--- config.mk ---
export PLATFORM = sky130hd
export DESIGN_NAME = keypadCalcTop
export DESIGN_NICKNAME = d
export VERILOG_FILES = /design/src/logic/keypadPkg.sv /design/src/logic/scanTimer.sv /design/src/logic/keypadScanner.sv /design/src/logic/keyDecoder.sv /design/src/logic/calcCore.sv /design/src/logic/keypadCalcTop.sv
export SDC_FILE = /design/constraint.sdc
export NUM_CORES = 1
export LEC_CHECK = 0
export BUFFER_PORTS_ARGS = -buffer_cell sky130_fd_sc_hd__buf_2
export CAP_MARGIN = 0
export CORE_MARGIN = 2
export CORE_UTILIZATION = 50
export DETAILED_ROUTE_END_ITERATION = 12
export PLACE_DENSITY = 0.63
export REMOVE_ABC_BUFFERS = 1
export SYNTH_ARGS = -nofsm -noshare
export SYNTH_HDL_FRONTEND = slang
export SYNTH_SLANG_ARGS = --single-unit
export TNS_END_PERCENT = 100
--- constraint.sdc ---
create_clock -name Clock -period 14.1 [get_ports Clock]
set_input_delay 1.41 -clock Clock [delete_from_list [all_inputs] [get_ports Clock]]
set_output_delay 1.41 -clock Clock [all_outputs]
set_load 0.02 [all_outputs]
--- src/logic/keypadPkg.sv ---
package keypadPkg;

    // key position on the pad, column * 4 + row
    typedef logic [3:0] keyIndexT;

    typedef logic [3:0] digitT;             // one decimal digit
    typedef logic signed [15:0] calcWordT;  // operand or result, wraps

    typedef enum logic [2:0] {
        opNone,
        opNegate,
        opAdd,
        opSub,
        opMul,
        opClear
    } keyClassT;

    // scan pacing, maximal length so one tick every 31 cycles
    localparam int lfsrWidth = 5;
    typedef logic [lfsrWidth-1:0] lfsrT;
    localparam lfsrT lfsrSeed = 5'b00001;
    localparam lfsrT lfsrTerminal = 5'b10000;  // state just before the seed

    localparam int debounceScans = 3;       // matching full scans to accept
    localparam int debounceWidth = $clog2(debounceScans + 1);

    typedef enum logic [1:0] {
        stScan,
        stCheck,
        stReport,
        stRelease
    } scanStateT;

endpackage

--- src/logic/scanTimer.sv ---
module scanTimer (
    input  logic Clock,
    input  logic Reset,
    input  logic ScanRun,
    output logic ScanTick
);
    import keypadPkg::*;

    lfsrT lfsr;
    logic feedback;

    // taps for x^5 + x^3 + 1
    assign feedback = lfsr[lfsrWidth-1] ^ lfsr[2];

    always_ff @(posedge Clock or negedge Reset) begin
        if (!Reset) begin
            lfsr <= lfsrSeed;
        end else if (!ScanRun) begin
            lfsr <= lfsrSeed;                      // hold at seed while idle
        end else begin
            lfsr <= {lfsr[lfsrWidth-2:0], feedback};
        end
    end

    // terminal state is reached 30 steps after the seed
    assign ScanTick = ScanRun && (lfsr == lfsrTerminal);

    // the register never sits on the terminal state for two cycles
    tickIsPulse: assert property (
        @(posedge Clock) disable iff (!Reset)
        ScanTick |=> !ScanTick
    ) else $error("ScanTick high for two cycles");

endmodule

--- src/logic/keypadScanner.sv ---
module keypadScanner (
    input  logic                Clock,
    input  logic                Reset,
    input  logic [3:0]          RowIn,
    output logic [3:0]          ColOut,
    input  logic                ScanTick,
    output logic                ScanRun,
    input  logic                KeyRdy,
    output logic                KeyValid,
    output keypadPkg::keyIndexT KeyIndex
);
    import keypadPkg::*;

    scanStateT state;
    logic [1:0] colIdx;                    // column being driven
    logic secondTick;                      // next tick samples and advances
    logic [15:0] rowBits;                  // one full scan, active low
    logic [debounceWidth-1:0] debCnt;
    logic [4:0] zeroCount;
    keyIndexT zeroIdx;
    logic singleKey;
    logic scanStep;
    logic lastSample;
    logic noKey;

    assign scanStep = ScanTick && (state == stScan || state == stRelease);
    assign lastSample = scanStep && secondTick && (colIdx == 2'd3);
    assign noKey = &{RowIn, rowBits[11:0]};  // last column read live

    // exact one-zero check over the scan
    always_comb begin
        zeroCount = '0;
        zeroIdx = '0;
        for (int i = 0; i < 16; i++) begin
            if (!rowBits[i]) begin
                zeroCount = zeroCount + 5'd1;
                zeroIdx = keyIndexT'(i);
            end
        end
    end

    assign singleKey = (zeroCount == 5'd1);

    always_ff @(posedge Clock) begin
        if (scanStep && secondTick) begin
            rowBits[colIdx*4 +: 4] <= RowIn;
        end
    end

    always_ff @(posedge Clock or negedge Reset) begin
        if (!Reset) begin
            state <= stScan;
            colIdx <= 2'd0;
            ColOut <= 4'b1110;             // column 0 low
            secondTick <= 1'b0;
            debCnt <= '0;
            KeyIndex <= '0;
            KeyValid <= 1'b0;
            ScanRun <= 1'b0;
        end else begin
            ScanRun <= !KeyRdy && (state != stReport);
            KeyValid <= 1'b0;
            if (scanStep) begin
                secondTick <= !secondTick;
                if (secondTick) begin
                    colIdx <= colIdx + 2'd1;
                    ColOut <= {ColOut[2:0], ColOut[3]};
                end
            end
            case (state)
                stScan: begin
                    if (lastSample) state <= stCheck;
                end
                stCheck: begin
                    state <= stScan;
                    if (!singleKey) begin
                        debCnt <= '0;              // none, or several keys
                    end else if (debCnt != '0 && zeroIdx == KeyIndex) begin
                        if (debCnt == debounceWidth'(debounceScans - 1)) begin
                            debCnt <= '0;
                            KeyValid <= 1'b1;
                            state <= stReport;
                        end else begin
                            debCnt <= debCnt + 1'b1;
                        end
                    end else begin
                        debCnt <= debounceWidth'(1);  // new candidate
                        KeyIndex <= zeroIdx;
                    end
                end
                stReport: state <= stRelease;
                stRelease: begin
                    // wait for the read and one clean scan
                    if (lastSample && !KeyRdy && noKey) state <= stScan;
                end
                default: state <= stScan;
            endcase
        end
    end

    colOneHot: assert property (
        @(posedge Clock) disable iff (!Reset)
        $onehot(~ColOut)
    ) else $error("ColOut does not drive exactly one column");

    validInReport: assert property (
        @(posedge Clock) disable iff (!Reset)
        KeyValid |-> state == stReport
    ) else $error("KeyValid outside stReport");

endmodule

--- src/logic/keyDecoder.sv ---
module keyDecoder (
    input  logic                Clock,
    input  logic                Reset,
    input  logic                KeyValid,
    input  keypadPkg::keyIndexT KeyIndex,
    input  logic                KeyRd,
    output logic                KeyRdy,
    output keypadPkg::digitT    Number,
    output keypadPkg::keyClassT Operator,
    output logic                EqualSign
);
    import keypadPkg::*;

    digitT digit;
    keyClassT keyClass;
    logic isEqual;

    always_comb begin
        digit = '0;
        keyClass = opNone;
        isEqual = 1'b0;
        case (KeyIndex)
            4'd0:  digit = 4'd1;
            4'd1:  digit = 4'd4;
            4'd2:  digit = 4'd7;
            4'd3:  keyClass = opMul;       // *
            4'd4:  digit = 4'd2;
            4'd5:  digit = 4'd5;
            4'd6:  digit = 4'd8;
            4'd7:  digit = 4'd0;
            4'd8:  digit = 4'd3;
            4'd9:  digit = 4'd6;
            4'd10: digit = 4'd9;
            4'd11: keyClass = opNegate;    // #
            4'd12: keyClass = opAdd;       // A
            4'd13: keyClass = opSub;       // B
            4'd14: isEqual = 1'b1;         // C
            default: keyClass = opClear;   // D
        endcase
    end

    always_ff @(posedge Clock) begin
        if (KeyValid) begin
            Number <= digit;
            Operator <= keyClass;
            EqualSign <= isEqual;
        end
    end

    always_ff @(posedge Clock or negedge Reset) begin
        if (!Reset) begin
            KeyRdy <= 1'b0;
        end else if (KeyValid) begin
            KeyRdy <= 1'b1;
        end else if (KeyRd) begin
            KeyRdy <= 1'b0;
        end
    end

    // scanner must hold off until the previous key was read
    noOverrun: assert property (
        @(posedge Clock) disable iff (!Reset)
        KeyValid |-> !KeyRdy
    ) else $error("key arrived before previous one was read");

endmodule

--- src/logic/calcCore.sv ---
module calcCore (
    input  logic                Clock,
    input  logic                Reset,
    input  logic                KeyRdy,
    input  keypadPkg::digitT    Number,
    input  keypadPkg::keyClassT Operator,
    input  logic                EqualSign,
    output logic                KeyRd,
    output keypadPkg::calcWordT Result,
    output logic                ResultValid
);
    import keypadPkg::*;

    calcWordT Entry;
    calcWordT Accumulator;
    calcWordT applied;
    keyClassT PendingOp;
    logic Fresh;                           // next digit starts a new entry

    function automatic calcWordT applyOp(keyClassT op, calcWordT lhs, calcWordT rhs);
        case (op)
            opAdd:   return lhs + rhs;
            opSub:   return lhs - rhs;
            opMul:   return lhs * rhs;     // low 16 bits kept
            default: return rhs;
        endcase
    endfunction

    assign applied = applyOp(PendingOp, Accumulator, Entry);

    always_ff @(posedge Clock or negedge Reset) begin
        if (!Reset) begin
            KeyRd <= 1'b0;
            ResultValid <= 1'b0;
            Result <= '0;
            Entry <= '0;
            Accumulator <= '0;
            PendingOp <= opNone;
            Fresh <= 1'b0;
        end else begin
            KeyRd <= KeyRdy && !KeyRd;     // one pulse per key
            ResultValid <= 1'b0;
            if (KeyRd) begin
                if (EqualSign) begin
                    Result <= applied;
                    ResultValid <= 1'b1;
                    Entry <= applied;      // chain from the result
                    Accumulator <= '0;
                    PendingOp <= opNone;
                    Fresh <= 1'b1;
                end else begin
                    case (Operator)
                        opNone: begin
                            if (Fresh) begin
                                Entry <= calcWordT'(Number);
                            end else begin
                                Entry <= Entry * calcWordT'(10) + calcWordT'(Number);
                            end
                            Fresh <= 1'b0;
                        end
                        opNegate: Entry <= -Entry;
                        opAdd, opSub, opMul: begin
                            Accumulator <= applied;
                            Entry <= '0;
                            PendingOp <= Operator;
                            Fresh <= 1'b0;
                        end
                        opClear: begin
                            Result <= '0;
                            Entry <= '0;
                            Accumulator <= '0;
                            PendingOp <= opNone;
                            Fresh <= 1'b0;
                        end
                        default: PendingOp <= PendingOp;
                    endcase
                end
            end
        end
    end

    resultAfterRead: assert property (
        @(posedge Clock) disable iff (!Reset)
        ResultValid |-> $past(KeyRd)
    ) else $error("ResultValid without a key read");

endmodule

--- src/logic/keypadCalcTop.sv ---
module keypadCalcTop (
    input  logic                Clock,
    input  logic                Reset,
    input  logic [3:0]          RowIn,
    output logic [3:0]          ColOut,
    output keypadPkg::calcWordT Result,
    output logic                ResultValid
);
    import keypadPkg::*;

    logic scanRun;
    logic scanTick;
    logic keyValid;
    keyIndexT keyIndex;
    logic keyRdy;
    logic keyRd;
    digitT number;
    keyClassT operator;
    logic equalSign;

    scanTimer timer_i (
        .Clock    (Clock),
        .Reset    (Reset),
        .ScanRun  (scanRun),
        .ScanTick (scanTick)
    );

    keypadScanner scanner_i (
        .Clock    (Clock),
        .Reset    (Reset),
        .RowIn    (RowIn),
        .ColOut   (ColOut),
        .ScanTick (scanTick),
        .ScanRun  (scanRun),
        .KeyRdy   (keyRdy),          // back-pressure
        .KeyValid (keyValid),
        .KeyIndex (keyIndex)
    );

    keyDecoder decoder_i (
        .Clock     (Clock),
        .Reset     (Reset),
        .KeyValid  (keyValid),
        .KeyIndex  (keyIndex),
        .KeyRd     (keyRd),
        .KeyRdy    (keyRdy),
        .Number    (number),
        .Operator  (operator),
        .EqualSign (equalSign)
    );

    calcCore core_i (
        .Clock       (Clock),
        .Reset       (Reset),
        .KeyRdy      (keyRdy),
        .Number      (number),
        .Operator    (operator),
        .EqualSign   (equalSign),
        .KeyRd       (keyRd),
        .Result      (Result),
        .ResultValid (ResultValid)
    );

endmodule

==> results.json <==
{
  "synth_top_cell_area_share_pct": 14.8,
  "viasPerCell": 5.54,
  "setup_slack_ps": 4410,
  "maxSlewViolCount": 0,
  "dp_slack_ps": 4430,
  "path_delay_family": "adder cells",
  "cts_setup_buffers": 0,
  "hp-class": "reg -> reg",
  "place.gp.congestion": 0.870,
  "die_w_um": 161,
  "grt_pass1_wl_mm": 50.6,
  "path_class": "reg -> reg",
  "hold_ws_ps": 467,
  "synth.distinct_cells": 80,
  "tightest_slew_ps": 1040,
  "ios": 27,
  "ys_seq_area_share_pct": 21.5,
  "h-tree-depth": 3,
  "cts_tree": "built",
  "dpl.cell_count": 1751,
  "crit_buf_inv": 3,
  "initial_utilization_pct": 50.8,
  "fin_skew_ps": 9.58,
  "synth_edf_count": 24,
  "drc": 0,
  "synthToLayoutAreaGrowth_pct": 5.54,
  "netlist_area_sq_um": 12400,
  "io_buffer_count": 26,
  "cp-end-kind": "flip-flop",
  "leakage_nw": 6.06,
  "synthArstFlopShare_pct": 76.2,
  "period_needed_ps": 9690,
  "cts_made_buffers": 9,
  "root_buffer": "clkbuf_16",
  "cp_slowest_cell": "or4_1",
  "required_ps": 14390,
  "synth_compound_area_share_pct": 13.0,
  "layout_common_cells": "nand2_1 (195), inv_1 (185), ha_1 (130)",
  "synth-simple-area-share_pct": 19.4,
  "ir_worst_vdd_mv": 0.0520,
  "hold_viol": 0,
  "yosys.area_share.xor_xnor_pct": 10.8,
  "grt.overflow.total": 0,
  "synthCells": 1453,
  "diodes": 0,
  "synth_top_family_by_area": "adder cells",
  "ctsLongestPathBuffers": 2,
  "synthAdderAreaFrac_pct": 26.5,
  "antenna_left": 0,
  "synth.avg_cell_area_sq_um": 8.50,
  "power_density_nw_per_um2": 43.9,
  "die-area_sq_um": 26000,
  "synth_flop_cell": "dfrtp_1",
  "insertion_delay_ps": 360,
  "yosysTopAreaCell": "dfrtp_1",
  "place_hpwl_mm": 22.5,
  "wire_per_inst_um": 16.9,
  "cts_hold_buf": 0,
  "grt_max_degree": 78,
  "status": "finished clean",
  "drv_cap": 0,
  "cts_resized": 0,
  "cp-start-kind": "flip-flop",
  "layout_commonest_cell": "nand2_1",
  "synth-warning-count": 0,
  "nNetsFinal": 1656,
  "crit_fanout": 5,
  "cts_num_sinks": 101,
  "rsz0062_at_grt": "false",
  "instances_no_fill": 1767,
  "grt_pass1_vias": 9689,
  "synthTopCellsByArea": "dfrtp_1 (15%), fa_1 (13%), ha_1 (13%)",
  "drtPass1Iterations": 7,
  "path_clk_slew_ps": 80,
  "setup_tns_ps": 0,
  "max-slew-margin-rel_pct": 30.9,
  "drive_above_1_share_pct": 5.82,
  "dr_total_vias": 9788,
  "grt_use_total_pct": 24.1,
  "cp.arrival_ps": 9980,
  "fmax_mhz": 103,
  "setup_viol": 0,
  "routed_wl_mm": 29.9,
  "synth_seq_cells": 101,
  "synth.mux.area_fraction_pct": 1.15,
  "cp_common_cell": "ha_1",
  "rows": 57,
  "post-route-util_pct": 53.6,
  "post-route-period-util_pct": 68.8,
  "coreArea_sq_um": 24300,
  "cp_slowest_stage_delay_ps": 540,
  "antenna_found_initial": 0,
  "drtIter0Drc": 548,
  "die_y_um": 161
}
==> worst min-delay path, delay by kind of cell (launching register included) <==
kind	cells	cell delay, ps
DFF	1	380
and+or+nand+nor	2	90
==> worst paths after layout <==
check	from	end	slack (ps)	depth (start not counted)
max	scanner_i.rowBits[1]	flip-flop	4410	49
min	scanner_i.ColOut[2]	scanner_i.ColOut[3]	470	2
max reg2reg	scanner_i.rowBits[1]	flip-flop	4410	49
min reg2reg	scanner_i.ColOut[2]	scanner_i.ColOut[3]	470	2
max in group asynchronous	Reset	core_i.Accumulator[12]	12230	1
min in group asynchronous	Reset	timer_i.lfsr[3]	1180	1
==> cell usage after synthesis, types with 24 or more instances <==
cell type,number
dfrtp_1,73
and2_1,69
inv_1,185
nor3_1,27
ha_1,130
edfxtp_1,24
a21oi_1,43
clkbuf_1,55
xnor2_1,90
fa_1,82
o21ai_0,92
nor2_1,91
xor2_1,32
nand2_1,195
==> layout make-up <==
cell class / instances / area [sq um]
Fill cell: 2289 / 11300
Multi-Input combinational cell: 1103 / 8750
Sequential cell: 101 / 2650
Inverter: 186 / 698
Tap cell: 324 / 405
Clock buffer: 10 / 250
Timing Repair Buffer: 37 / 215
Clock inverter: 6 / 67.6
==> metrics by stage <==
stage	total power [mW]	instance area (sq um)
global route	0.590	13000
global placement	0.310	12700
CTS	0.580	13000
floorplan	0.304	12100
detailed placement	0.310	12700
finish	0.573	13000
==> cells by family (layout without fill, tap and decap cells) <==
group | after synthesis | in the layout
AOI/OAI and AO/OA | 248 | 248
muxes | 13 | 13
xor gates and xnor gates | 133 | 133
adders and majority gates | 212 | 212
DFF | 101 | 101
buffers and inverters | 249 | 239
and+or+nand+nor | 497 | 497
==> power by group <==
| part | internal [mW] | switching [mW] |
|---|---|---|
| registers | 0.298 | 0 |
| clock network | 0.138 | 0.132 |
| logic | 0.000855 | 0.00482 |
| total | 0.436 | 0.137 |
==> layer usage <==
metal / global-route usage [%] / part of all wire, %
met1: 35.4 / 49
met2: 38.1 / 45
met3: 2.57 / 4.1
met4: 6.66 / 2.2
met5: 0 / 0
==> sequential cells by signal, indices dropped and copies added, names as in the netlist, 2 cells and up, named ones only <==
register	flops
scanner_i.KeyIndex	4
scanner_i.rowBits	16
core_i.Result	16
core_i.Accumulator	16
scanner_i.ColOut	4
timer_i.lfsr	5
decoder_i.Operator	3
decoder_i.Number	4
core_i.PendingOp	3
scanner_i.colIdx	2
scanner_i.debCnt	2
core_i.Entry	16
Power figures use the tool's default switching activity.
